**config.mk**
```make
export PLATFORM = sky130hd
export DESIGN_NAME = bp_unit
export DESIGN_NICKNAME = d
export VERILOG_FILES = /design/src/hw/bp_pkg.sv /design/src/hw/bp_pht.sv /design/src/hw/bp_update.sv /design/src/hw/bp_dbg_regs.sv /design/src/hw/bp_unit.sv
export SDC_FILE = /design/constraint.sdc
export NUM_CORES = 1
export LEC_CHECK = 0
export BUFFER_PORTS_ARGS = -buffer_cell sky130_fd_sc_hd__buf_4
export CORE_ASPECT_RATIO = 1.2
export CORE_MARGIN = 2
export CORE_UTILIZATION = 58
export CTS_CLUSTER_DIAMETER = 80
export DETAILED_ROUTE_END_ITERATION = 16
export MAX_ROUTING_LAYER = met4
export PLACE_DENSITY = 0.85
export SETUP_SLACK_MARGIN = 0.15
export SLEW_MARGIN = 25
export SYNTH_ARGS = -nofsm -noshare
export SYNTH_HDL_FRONTEND = slang
export SYNTH_HIERARCHICAL = 1
export SYNTH_SLANG_ARGS = --single-unit
```
**constraint.sdc**
```tcl
create_clock -name clk_i -period 6.6 [get_ports clk_i]
set_input_delay 0.66 -clock clk_i [delete_from_list [all_inputs] [get_ports clk_i]]
set_output_delay 0.66 -clock clk_i [all_outputs]
set_load 0.005 [all_outputs]
```
**src/hw/bp_pkg.sv**
```systemverilog
`default_nettype none

package bp_pkg;

  ////////////////////////////////////////
  // Sizes
  ////////////////////////////////////////

  localparam int XLEN           = 32;
  localparam int BP_GLOBAL_BITS = 2;
  localparam int BP_LOCAL_BITS  = 6;
  localparam int BP_LOCAL_LSB   = 2;
  localparam int BP_IDX_BITS    = BP_GLOBAL_BITS + BP_LOCAL_BITS;
  localparam int BP_ENTRIES     = 1 << BP_IDX_BITS;

  ////////////////////////////////////////
  // Types
  ////////////////////////////////////////

  typedef logic [XLEN-1:0]           xlen_t;
  // Top bit is the predicted direction
  typedef logic [1:0]                bp_cnt_t;
  // Newest direction in bit 0
  typedef logic [BP_GLOBAL_BITS-1:0] bp_hist_t;
  typedef logic [BP_IDX_BITS-1:0]    bp_idx_t;
  typedef logic [1:0]                dbg_addr_t;

  // Debug register map
  localparam dbg_addr_t DBG_CTRL     = 2'd0;
  localparam dbg_addr_t DBG_STATUS   = 2'd1;
  localparam dbg_addr_t DBG_BRANCHES = 2'd2;
  localparam dbg_addr_t DBG_MISSES   = 2'd3;

  // Weakly not taken
  localparam bp_cnt_t BP_CNT_RESET = 2'b01;

  // History in the high bits and parcel address bits below
  function automatic bp_idx_t bp_index(input bp_hist_t hist, input xlen_t pc);
    return {hist, pc[BP_LOCAL_LSB +: BP_LOCAL_BITS]};
  endfunction

endpackage

`default_nettype wire

```
**src/hw/bp_pht.sv**
```systemverilog
`timescale 1ns/1ps
`default_nettype none

module bp_pht (
  input  wire                  clk_i,
  input  wire                  rst_n_i,

  // Lookup from fetch
  input  wire                  lookup_strb_i,
  input  bp_pkg::xlen_t        lookup_pc_i,
  input  bp_pkg::bp_hist_t     history_i,
  input  wire                  enable_i,
  input  wire                  flush_i,

  // Training write
  input  wire                  wr_strb_i,
  input  bp_pkg::bp_idx_t      wr_idx_i,
  input  bp_pkg::bp_cnt_t      wr_cnt_i,

  output logic                 predict_valid_o,
  output bp_pkg::bp_cnt_t      predict_o,
  output bp_pkg::bp_hist_t     predict_history_o,
  output logic                 busy_o
);

  import bp_pkg::*;

  typedef enum logic {
    clear_idle,
    clear_run
  } clear_state_t;

  clear_state_t clear_state;
  bp_idx_t      sweep_idx;
  bp_idx_t      lookup_idx;
  bp_cnt_t      pht [BP_ENTRIES];

  ////////////////////////////////////////
  // Clear sweep FSM
  ////////////////////////////////////////

  // Starts at reset release and on every flush
  always_ff @(posedge clk_i or negedge rst_n_i)
  begin
    if (!rst_n_i)
    begin
      clear_state <= clear_run;
      sweep_idx   <= '0;
    end
    else if (flush_i)
    begin
      clear_state <= clear_run;
      sweep_idx   <= '0;
    end
    else if (clear_state == clear_run)
    begin
      sweep_idx <= sweep_idx + 1'b1;
      if (sweep_idx == bp_idx_t'(BP_ENTRIES - 1))
      begin
        clear_state <= clear_idle;
      end
    end
  end

  assign busy_o = (clear_state == clear_run);

  ////////////////////////////////////////
  // Counter array
  ////////////////////////////////////////

  // Sweep owns the write port while it runs
  always_ff @(posedge clk_i)
  begin
    if (clear_state == clear_run)
    begin
      pht[sweep_idx] <= BP_CNT_RESET;
    end
    else if (wr_strb_i)
    begin
      pht[wr_idx_i] <= wr_cnt_i;
    end
  end

  ////////////////////////////////////////
  // Registered lookup
  ////////////////////////////////////////

  assign lookup_idx = bp_index(history_i, lookup_pc_i);

  always_ff @(posedge clk_i or negedge rst_n_i)
  begin
    if (!rst_n_i)
    begin
      predict_valid_o <= 1'b0;
    end
    else
    begin
      predict_valid_o <= lookup_strb_i;
    end
  end

  // Old entry value wins over a write in the same cycle
  always_ff @(posedge clk_i)
  begin
    if (lookup_strb_i)
    begin
      predict_history_o <= history_i;
      if (enable_i && (clear_state == clear_idle))
      begin
        predict_o <= pht[lookup_idx];
      end
      else
      begin
        predict_o <= '0;
      end
    end
  end

endmodule

`default_nettype wire

```
**src/hw/bp_update.sv**
```systemverilog
`timescale 1ns/1ps
`default_nettype none

module bp_update (
  input  wire                  clk_i,
  input  wire                  rst_n_i,

  // Resolved branch from execute
  input  wire                  update_strb_i,
  input  bp_pkg::xlen_t        update_pc_i,
  input  bp_pkg::bp_hist_t     update_history_i,
  input  bp_pkg::bp_cnt_t      update_predict_i,
  input  wire                  update_taken_i,

  input  wire                  flush_i,

  output bp_pkg::bp_hist_t     history_o,
  output logic                 wr_strb_o,
  output bp_pkg::bp_idx_t      wr_idx_o,
  output bp_pkg::bp_cnt_t      wr_cnt_o,
  output logic                 mispredict_o
);

  import bp_pkg::*;

  bp_cnt_t  cnt_next;
  bp_hist_t history_q;

  ////////////////////////////////////////
  // Counter training
  ////////////////////////////////////////

  // Saturating step on the counter returned with the lookup
  always_comb
  begin
    if (update_taken_i)
    begin
      cnt_next = (update_predict_i == 2'b11) ? 2'b11 : update_predict_i + 2'd1;
    end
    else
    begin
      cnt_next = (update_predict_i == 2'b00) ? 2'b00 : update_predict_i - 2'd1;
    end
  end

  always_ff @(posedge clk_i or negedge rst_n_i)
  begin
    if (!rst_n_i)
    begin
      wr_strb_o <= 1'b0;
    end
    else
    begin
      wr_strb_o <= update_strb_i;
    end
  end

  always_ff @(posedge clk_i)
  begin
    if (update_strb_i)
    begin
      wr_idx_o <= bp_index(update_history_i, update_pc_i);
      wr_cnt_o <= cnt_next;
    end
  end

  // Direction predicted vs resolved
  assign mispredict_o = update_strb_i & (update_predict_i[1] ^ update_taken_i);

  ////////////////////////////////////////
  // Global history
  ////////////////////////////////////////

  always_ff @(posedge clk_i or negedge rst_n_i)
  begin
    if (!rst_n_i)
    begin
      history_q <= '0;
    end
    else if (flush_i)
    begin
      history_q <= '0;
    end
    else if (update_strb_i)
    begin
      history_q <= {history_q[BP_GLOBAL_BITS-2:0], update_taken_i};
    end
  end

  assign history_o = history_q;

endmodule

`default_nettype wire

```
**src/hw/bp_dbg_regs.sv**
```systemverilog
`timescale 1ns/1ps
`default_nettype none

module bp_dbg_regs (
  input  wire                  clk_i,
  input  wire                  rst_n_i,

  // Debug access
  input  wire                  dbg_strb_i,
  input  wire                  dbg_we_i,
  input  bp_pkg::dbg_addr_t    dbg_addr_i,
  input  bp_pkg::xlen_t        dbg_dati_i,
  output bp_pkg::xlen_t        dbg_dato_o,
  output logic                 dbg_ack_o,

  // Predictor events and status
  input  wire                  update_strb_i,
  input  wire                  mispredict_i,
  input  wire                  busy_i,
  input  bp_pkg::bp_hist_t     history_i,

  output logic                 enable_o,
  output logic                 flush_o
);

  import bp_pkg::*;

  logic  wr_ctrl;
  logic  wr_branches;
  logic  wr_misses;
  xlen_t status;
  xlen_t branches_q;
  xlen_t misses_q;
  xlen_t rd_data;

  ////////////////////////////////////////
  // Write decode
  ////////////////////////////////////////

  assign wr_ctrl     = dbg_strb_i & dbg_we_i & (dbg_addr_i == DBG_CTRL);
  assign wr_branches = dbg_strb_i & dbg_we_i & (dbg_addr_i == DBG_BRANCHES);
  assign wr_misses   = dbg_strb_i & dbg_we_i & (dbg_addr_i == DBG_MISSES);

  // Enable comes out of reset set and flush is a strobe
  always_ff @(posedge clk_i or negedge rst_n_i)
  begin
    if (!rst_n_i)
    begin
      enable_o  <= 1'b1;
      flush_o   <= 1'b0;
      dbg_ack_o <= 1'b0;
    end
    else
    begin
      dbg_ack_o <= dbg_strb_i;
      flush_o   <= wr_ctrl & dbg_dati_i[1];
      if (wr_ctrl)
      begin
        enable_o <= dbg_dati_i[0];
      end
    end
  end

  ////////////////////////////////////////
  // Event counters
  ////////////////////////////////////////

  // Any write clears and wins over a same-cycle event
  always_ff @(posedge clk_i or negedge rst_n_i)
  begin
    if (!rst_n_i)
    begin
      branches_q <= '0;
      misses_q   <= '0;
    end
    else
    begin
      if (wr_branches)
      begin
        branches_q <= '0;
      end
      else if (update_strb_i)
      begin
        branches_q <= branches_q + 1'b1;
      end

      if (wr_misses)
      begin
        misses_q <= '0;
      end
      else if (mispredict_i)
      begin
        misses_q <= misses_q + 1'b1;
      end
    end
  end

  ////////////////////////////////////////
  // Read mux
  ////////////////////////////////////////

  // Busy in bit 0 and history from bit 8
  always_comb
  begin
    status                      = '0;
    status[0]                   = busy_i;
    status[8 +: BP_GLOBAL_BITS] = history_i;
  end

  always_comb
  begin
    case (dbg_addr_i)
      DBG_CTRL:     rd_data = {{(XLEN-1){1'b0}}, enable_o};
      DBG_STATUS:   rd_data = status;
      DBG_BRANCHES: rd_data = branches_q;
      default:      rd_data = misses_q;
    endcase
  end

  // Valid alongside the acknowledge
  always_ff @(posedge clk_i)
  begin
    if (dbg_strb_i)
    begin
      dbg_dato_o <= rd_data;
    end
  end

endmodule

`default_nettype wire

```
**src/hw/bp_unit.sv**
```systemverilog
`timescale 1ns/1ps
`default_nettype none

module bp_unit (
  input  wire                  clk_i,
  input  wire                  rst_n_i,

  // Fetch lookup
  input  wire                  lookup_strb_i,
  input  bp_pkg::xlen_t        lookup_pc_i,
  output logic                 predict_valid_o,
  output bp_pkg::bp_cnt_t      predict_o,
  output bp_pkg::bp_hist_t     predict_history_o,

  // Execute update
  input  wire                  update_strb_i,
  input  bp_pkg::xlen_t        update_pc_i,
  input  bp_pkg::bp_hist_t     update_history_i,
  input  bp_pkg::bp_cnt_t      update_predict_i,
  input  wire                  update_taken_i,

  // Debug port
  input  wire                  dbg_strb_i,
  input  wire                  dbg_we_i,
  input  bp_pkg::dbg_addr_t    dbg_addr_i,
  input  bp_pkg::xlen_t        dbg_dati_i,
  output bp_pkg::xlen_t        dbg_dato_o,
  output logic                 dbg_ack_o
);

  import bp_pkg::*;

  bp_hist_t history;
  logic     wr_strb;
  bp_idx_t  wr_idx;
  bp_cnt_t  wr_cnt;
  logic     mispredict;
  logic     enable;
  logic     flush;
  logic     busy;

  bp_pht pht_i (
    .clk_i             (clk_i),
    .rst_n_i           (rst_n_i),
    .lookup_strb_i     (lookup_strb_i),
    .lookup_pc_i       (lookup_pc_i),
    .history_i         (history),
    .enable_i          (enable),
    .flush_i           (flush),
    .wr_strb_i         (wr_strb),
    .wr_idx_i          (wr_idx),
    .wr_cnt_i          (wr_cnt),
    .predict_valid_o   (predict_valid_o),
    .predict_o         (predict_o),
    .predict_history_o (predict_history_o),
    .busy_o            (busy)
  );

  bp_update update_i (
    .clk_i            (clk_i),
    .rst_n_i          (rst_n_i),
    .update_strb_i    (update_strb_i),
    .update_pc_i      (update_pc_i),
    .update_history_i (update_history_i),
    .update_predict_i (update_predict_i),
    .update_taken_i   (update_taken_i),
    .flush_i          (flush),
    .history_o        (history),
    .wr_strb_o        (wr_strb),
    .wr_idx_o         (wr_idx),
    .wr_cnt_o         (wr_cnt),
    .mispredict_o     (mispredict)
  );

  // Register block steering the predictor
  bp_dbg_regs dbg_regs_i (
    .clk_i         (clk_i),
    .rst_n_i       (rst_n_i),
    .dbg_strb_i    (dbg_strb_i),
    .dbg_we_i      (dbg_we_i),
    .dbg_addr_i    (dbg_addr_i),
    .dbg_dati_i    (dbg_dati_i),
    .dbg_dato_o    (dbg_dato_o),
    .dbg_ack_o     (dbg_ack_o),
    .update_strb_i (update_strb_i),
    .mispredict_i  (mispredict),
    .busy_i        (busy),
    .history_i     (history),
    .enable_o      (enable),
    .flush_o       (flush)
  );

endmodule

`default_nettype wire

```
==> impl_summary.md, run 1 <==
Clock tree
After clock tree synthesis, the flow added hold-fix buffers numbering 0. The count of buffers added by post-CTS timing repair for setup is 0. Buffers inserted during clock tree synthesis total 56. The clock passes through at most 3 buffers. The number of clock sinks is roughly 640. TritonCTS built the clock tree. The buffer type at the clock tree root is clkbuf_16. The number of gates given a new drive strength after cts is 0. After clock tree synthesis, the clock-pin slew on the worst setup and hold paths is 0.06 ns. At the later pin of the worst-skew pair, clock insertion delay measures 0.59 ns. The count of H-tree levels built during CTS is 2.

Routing
The total number of vias is around 17000. The post-detailed-route via-to-cell ratio is ~7. The starting DRC count in detailed routing is 2518. The count of unresolved DRC violations after routing is 0. Wires add up to 66400 um. The count of TritonRoute iterations in the first routing pass is 8.

In this run the remaining antenna-violating nets after routing total 0. The wire length per cell is ~26 um.

Status
The flow ran to the end, and the final reports show no timing, DRC or antenna violations.

Timing
On the final layout, the worst clock skew is 0.0210 ns. Setup repair after global routing left no endpoint under its margin. The count of final setup violators is 0.

Setup total negative slack on the finished layout was measured at 0 ns. For this run, the top clock speed supported by timing is 0.267 GHz. The final number of max-transition violations is 0. The normalized max-slew margin is 20.9%. The minimum setup slack in the final design is 2.85 ns. The final hold violation count came to 0. For the pin with the worst max-slew slack, the measured transition is 1.18 ns. The worst path in the final design needs a cycle of 3.75 ns, including I/O delays and setup.

The final critical path takes up 56.8% of the cycle.

Pwr
The leakage power is 0.00996 uW. For this design the total switching power over the nets is 2240 uW. Of the total power, the clock network draws 36.6%. The share of total power consumed by net switching is 25.2%. Per report_power, the combinational group accounts for 11.2% of the total. Dividing total power by cell area gives a power density of just under 300 mW/mm^2. The share of power burned in registers is a little over half. The total internal power is 6630 uW. The worst vdd rail ir drop is 0.221 mV.

Setup path
The kind of start point of the critical path is an input port. The worst setup path is captured at a flip-flop. Data on the critical path is required at its endpoint by 7.05 ns. The critical path goes through buf_4, clkinv_1, buf_4, nor2_1, a22oi_1, nand3_1, a21boi_0, nor4_1, a31o_1. The setup path with the least slack is of type input port to flip-flop. In this run the worst path has a maximum fanout of 29. The slowest stage of the critical path belongs to the cell clkinv_1. The data arrival time of the worst path is 4.20 ns. The largest stage delay on the critical path is about 0.8 ns. The most numerous cell type found on the critical path is buf_4.

Logic synthesis
The number of nets in the synthesized netlist is approximately 2000. Of the post-synthesis cell area, the dominant cell type holds 60.8%. For this run, asynchronously set or reset flops after synthesis account for between 10 and 15%. The dominant cell by count in the synthesized netlist is edfxtp_1. The post-synthesis cell type with the largest combined area is edfxtp_1.

In this run the mean area of a mapped cell was 15.0 um^2. Sequential cells were found to cover 68.0% of the synthesized design area. The count of flip-flops with a built-in enable after synthesis is 558. The number of unique standard cell types used by synthesis is 70. Yosys printed 6 warnings. By count the netlist is led by edfxtp_1 (558), nor2_1 (302), nand2_1 (105), mux2i_1 (104), mux4_2 (85). In the synthesized netlist, the number of instances is 1843. The cell area that synthesis handed to floorplanning was approximately 0.028 mm^2. The most used flip-flop cell after synthesis is edfxtp_1.

By area the synthesized netlist is led by edfxtp_1 (61%), dfrtp_1 (7.1%), mux4_2 (6.9%). Counting flops and latches in the post-synthesis netlist gives ~640.

Place
After detailed placement, the total cell area comes to 0.0283 mm^2. The count of input and output buffers is 64. At the end of routability-driven placement, the weighted congestion stood at around 0.84. The worst slack at placement is 2.43 ns. The cell total after placement is 2426. Detailed placement finished with a half-perimeter wire length of 39600 um.

Job
The max-cap violation count is 0.

GRT
The overall routing resource usage is 27.7%. The initial antenna violation count is 0. The total overflow left after global routing is 0. The pin count of the biggest net entering global routing is 109. The wire length of the first global-routing pass is 101000 um. The number of global-route vias before repair is 17480.

Cells and area
The area added between synthesis and finish is 9.57%. The final net count is just under 2000. Cells fill between 60% and 70% of the core in the end. The filler-free cell count of the finished design is 2531. The fraction of final layout cells with drive strength greater than 1 is 14.2%. The cell area after layout is 0.0302 mm^2. The number of antenna diodes in the final layout is 0.

Hold path
The path class of the lowest-slack min-delay path is input port to async pin.

Floorplanning
Pin placement for this block handled around 150 I/O pins. Once the floorplan was initialized, standard cells occupied 58.7% of the core. The number of cell rows is 87. After floorplanning, the core was sized to cover roughly 0.047 mm^2. The die covers 0.0493 mm^2.

Measured along the y axis, the die boundary spans between 200 and 250 um. The die is 203 um wide.
## registers in the layout, summed over array words and instances, names as in the netlist, 2 cells and up
register                 count
dbg_regs_i/misses_q         32
update_i/wr_cnt_o            2
dbg_regs_i/branches_q       32
update_i/wr_idx_o            8
pht_i/predict_o              2
update_i/history_o           2
pht_i/sweep_idx              8
pht_i/predict_history_o      2
dbg_regs_i/dbg_dato_o       32
pht_i/pht                  512
## critical path: cells and delay by family
kind	cells	cell delay, ns
buffers and inverters	3	1.66
and+or+nand+nor	3	1.27
AOI/OAI and AO/OA	3	0.60
## layout by cell type (no fill, tap or decap), types with 5 or more instances in the layout
| cell type | instances |
|---|---|
| bufinv_16 | 6 |
| a21boi_0 | 7 |
| inv_1 | 9 |
| mux4_1 | 19 |
| a211oi_1 | 7 |
| a21oi_1 | 41 |
| dfrtp_1 | 78 |
| clkbuf_16 | 56 |
| mux2_2 | 7 |
| nand3b_1 | 21 |
| or4_1 | 19 |
| xor2_1 | 16 |
| mux2i_1 | 104 |
| a22oi_1 | 10 |
| o22ai_1 | 15 |
| o31ai_1 | 25 |
| o221ai_1 | 25 |
| nand4_1 | 25 |
| nor2b_1 | 36 |
| clkbuf_1 | 12 |
| or3_1 | 22 |
| o21ai_0 | 26 |
| nor3_1 | 8 |
| nand3_1 | 43 |
| mux4_2 | 85 |
| clkinv_2 | 9 |
| nor4_1 | 11 |
| buf_4 | 74 |
| and4_1 | 12 |
| nand2_1 | 105 |
| nor2_1 | 302 |
| edfxtp_1 | 558 |
| nand3_2 | 5 |
| nand2b_1 | 13 |
| clkinv_1 | 13 |
| and3_1 | 8 |
| xnor2_1 | 10 |
| and2_1 | 6 |
## cells by family (layout without fill, tap and decap cells)
group	after synthesis	count (layout)	share of synthesized area (%)
flip-flops	638	638	68.0
multiplexers	215	215	12.8
buffers and inverters	127	192	2.45
AND/OR/NAND/NOR	652	652	11.3
AO/OA/AOI/OAI	180	180	4.41
adder cells (fa/ha/maj)	5	5	0.213
XOR/XNOR	26	26	0.826
## power by group through the flow
| stage | clock [uW] | sequential (uW) | combinational, uW |
|---|---|---|---|
| 2_1_floorplan | 0 | 4680 | 601 |
| 3_3_place_gp | 0 | 4700 | 900 |
| 3_5_place_dp | 0 | 4710 | 936 |
| 4_1_cts | 3260 | 4630 | 952 |
| 5_1_grt | 3400 | 4650 | 1030 |
| 6_report | 3240 | 4630 | 989 |
## final timing paths
check | cells past startpoint | slack (ns) | startpoint | to
worst min-delay path | 1 | 0.10 | rst_n_i | update_i/history_o[0]
worst max register to register | 5 | 2.94 | pht_i/busy_o | pht_i/pht[202][0]
worst max-delay path | 9 | 2.85 | lookup_pc_i[6] | pht_i/predict_o[0]
min in group clk_i | 1 | 0.25 | update_history_i[0] | update_i/wr_idx_o[6]
worst min register to register | 2 | 0.56 | dbg_regs_i/branches_q[31] | dbg_regs_i/branches_q[31]
max in group asynchronous | 1 | 5.96 | rst_n_i | dbg_regs_i/dbg_ack_o
## layout make-up
| class | instances | area [um^2] |
|---|---|---|
| timing repair buffer | 79 | 657 |
| inverter | 10 | 37.5 |
| sequential | 638 | 18800 |
| clock buffer | 72 | 1500 |
| multi-input combinational | 1078 | 8180 |
| fill | 3044 | 16800 |
| tap | 623 | 779 |
| clock inverter | 31 | 310 |
## stage by stage
stage          hold slack (ns)  power, uW
4_1_cts                  0.232       8850
3_5_place_dp             0.549       5650
2_1_floorplan            0.364       5280
6_report                 0.105       8860
3_3_place_gp             0.531       5600
5_1_grt                  0.159       9080
## routing by layer
layer / vias up / part of all wire, % / global-route usage [%]
met2: 1272 / 51 / 46.5
met1: 8614 / 34 / 33.2
met3: 251 / 9.6 / 4.50
met4: 0 / 5.0 / 12.7
met5: - / 0 / -
li1: 7132 / - / -
Note: power is estimated with default switching activity, not from simulation.
==> run 2: changes to the inputs <==
- clock period: 6.6 -> 3.8 ns (I/O delays scaled with it)
==> impl_summary.md, run 2 (same netlist as run 1, synthesis figures left out) <==
Status
Status: finished clean (unchanged).

Routing
The post-detailed-route via-to-cell ratio came to 6.61 (was 6.82). The routed wire length came to 66800 um (was 66400 um). The starting DRC count in detailed routing is 1912 (was 2518). The wire length per cell is 25.9 um (was 26.2 um).

The remaining antenna violation count after routing is 0 (unchanged). The count of TritonRoute iterations in the first routing pass is 5 (was 8). The count of unresolved DRC violations after routing is 0 (unchanged). The total number of vias is 17066 (was 17269).

Pwr
The fraction of power consumed by the clock network was 37.0% (was 36.6%). The share of total power consumed by net switching is 25.1% (was 25.2%). The power density of the placed cells was 510 mW/mm^2 (was 293 mW/mm^2). The total internal power is 11700 uW (was 6630 uW). The proportion of power drawn by combinational gates is 11.6% (was 11.2%). The worst vdd rail ir drop is 0.391 mV (was 0.221 mV). The leakage power is 0.0102 uW (was 0.00996 uW). The share of power burned in registers is 51.5% (was 52.3%). The net switching power figure came to 3920 uW (was 2240 uW).

Floorplanning
The placeable core area was 0.0470 mm^2 (unchanged). The number of cell rows is 87 (unchanged). The die height came to 243 um (unchanged).

The I/O pin count is 147 (unchanged). The floorplan die area is 0.0493 mm^2 (unchanged). The die boundary width is 203 um (unchanged). The effective utilization at floorplan is 58.7% (unchanged).

Timing
The slew at the pin closest to its max-slew limit is 0.890 ns (was 1.18 ns). The minimum setup slack in the final design is 0.826 ns (was 2.85 ns). The final hold violation count came to 0 (unchanged). RSZ-0062 raised after global routing: no (unchanged). The count of final setup violators is 0 (unchanged). The setup total negative slack is 0 ns (unchanged). The normalized max-slew margin is 40.5% (was 20.9%). The final number of max-transition violations is 0 (unchanged). The final critical-path required period is ~3.0 ns. The maximum achievable frequency is around 0.34 GHz. The clock skew after layout was 0.0182 ns (was 0.0210 ns). The final critical path takes up a little under 80% of the cycle.

Setup path
The kind of capture point of the worst setup path is a flip-flop (unchanged). The data arrival time of the worst path is 3.22 ns (was 4.20 ns). The maximum fanout encountered on the critical timing path came to 16 (was 29). The required time at the endpoint of the critical path came to 4.05 ns (was 7.05 ns). The kind of start point of the critical path was a flip-flop (was input port).

The type of the worst setup path is flip-flop to flip-flop (was input port to flip-flop).

Clock tree
The later-pin clock latency in the skew report is 0.59 ns (about the same). The buffer type at the clock tree root is clkbuf_16 (unchanged). The maximum buffer depth of the clock tree is 3 (unchanged). The register clock-pin slew on the reported worst setup and hold paths is 0.06 ns (about the same). The count of buffers added by post-CTS timing repair for setup came to 0 (unchanged).

The number of buffers created by CTS is 56 (unchanged). The count of H-tree levels built during CTS is 2 (unchanged). The clock tree from TritonCTS is done (unchanged).

The number of clock sinks is 638 (unchanged).

Cells and area
The commonest non-fill, non-tap cell in the layout is edfxtp_1 (unchanged). The sequential cell area is 0.0188 mm^2 (unchanged). The number of flip-flops under the largest register name is 512 (unchanged).

The area added between synthesis and finish is 11.2% (was 9.57%). The register with the most flip-flops is pht_i/pht (unchanged). Highest-count cells in the layout ignoring fill and taps: edfxtp_1 (558), nor2_1 (302), buf_4 (112) (was edfxtp_1 (558), nor2_1 (302), nand2_1 (105)). The fraction of final layout cells with drive strength greater than 1 came to 15.8% (was 14.2%). The count of antenna diodes in the layout is 0 (unchanged). The area of combinational cells with multiple inputs came to 0.00816 mm^2 (was 0.00818 mm^2). The final net count is 2025 (was 1975).

The number of fillers in the final layout is 3047 (was 3044).

Place
The worst slack at placement was 0.731 ns (was 2.43 ns). The count of input and output buffers was 64 (unchanged). The half-perimeter wire length after placement is 40500 um (was 39600 um). The last weighted congestion value of the routability-driven placer is 0.846 (was 0.845).

GRT
The initial antenna violation count was 0 (unchanged). The wire length of the first global-routing pass is 102000 um (was 101000 um). The total overflow reported by the global router is 0 (unchanged). The number of global-route vias before repair came to 17665 (was 17480). The pin count of the biggest net entering global routing is 102 (was 109). The overall routing resource usage came to 28.1% (was 27.7%).

Job
The max-cap violation count is 0 (unchanged).

Hold path
The path class of the lowest-slack min-delay path is input port to flip-flop (was input port to async pin).
run 2: changes by cell type in the layout (fill, tap and decap cells not counted), sizes merged:
cell,before,now
buf,79,119
dlygate4sd3,0,10
clkbuf,72,78
clkinv,23,17
inv,10,11
run 2: area by class of cell:
| cell class | instances | area share, % |
|---|---|---|
| Sequential cell | 638 | 61.2 |
| Tap cell | 623 | 2.54 |
| Multi-Input combinational cell | 1078 | 26.6 |
| Inverter | 10 | 0.122 |
| Clock inverter | 26 | 0.909 |
| Timing Repair Buffer | 129 | 3.51 |
| Clock buffer | 78 | 5.17 |
run 2: power by group through the flow:
stage / clock network (uW) / logic, uW / registers, uW
finish: 5780 / 1810 / 8050
global route: 6070 / 1890 / 8070
CTS: 5830 / 1760 / 8040
detailed placement: 0 / 1720 / 8190
global placement: 0 / 1650 / 8170
floorplan: 0 / 1040 / 8110
run 2: path summary, 6_finish.rpt:
path / startpoint / end / slack [ns] / cells past startpoint
setup / recovery: pht_i/busy_o / pht_i/pht[65][0] / 0.83 / 6
hold / removal: dbg_dati_i[1] / dbg_regs_i/flush_o / 0.01 / 2
setup reg to reg: pht_i/busy_o / pht_i/pht[65][0] / 0.83 / 6
hold reg to reg: dbg_regs_i/branches_q[9] / dbg_regs_i/branches_q[9] / 0.57 / 2
max in group asynchronous: rst_n_i / dbg_regs_i/branches_q[27] / 2.54 / 3
min in group asynchronous: rst_n_i / pht_i/sweep_idx[5] / 0.40 / 2
run 2: worst max-delay path: stages, from the launching register on:
cell and delay (ns):
dfstp_2 0.70, nand2b_1 0.48, nand3b_1 0.13, nand2_1 0.28, nand3_1 0.37, buf_4 0.35, nor2_1 0.32
run 2: repair_timing:
| action | CTS | global route |
|---|---|---|
| hold buffers | 10 | 0 |
| endpoints found under the hold margin | 61 | 0 |
| resized for setup | 0 | 0 |
run 2: metrics by stage:
stage | total power (uW) | utilization [%] | hold WS (ns) | cell area, um^2 | std cells
global placement | 9830 | 61.0 | 0.475 | 28700 | 2468
finish | 15600 | 65.2 | 0.0148 | 30700 | 2582
floorplan | 9160 | - | 0.0844 | 27600 | 1843
global route | 16000 | 65.2 | 0.0169 | 30700 | 2582
detailed placement | 9900 | 61.0 | 0.481 | 28700 | 2468
CTS | 15600 | 65.2 | 0.00498 | 30700 | 2582
run 2: layer usage:
metal | global-route usage [%] | part of all wire, %
met2 | 47.1 | 51
met4 | 14.4 | 5.9
met3 | 5.42 | 9.4
met5 | - | 0
met1 | 32.2 | 34
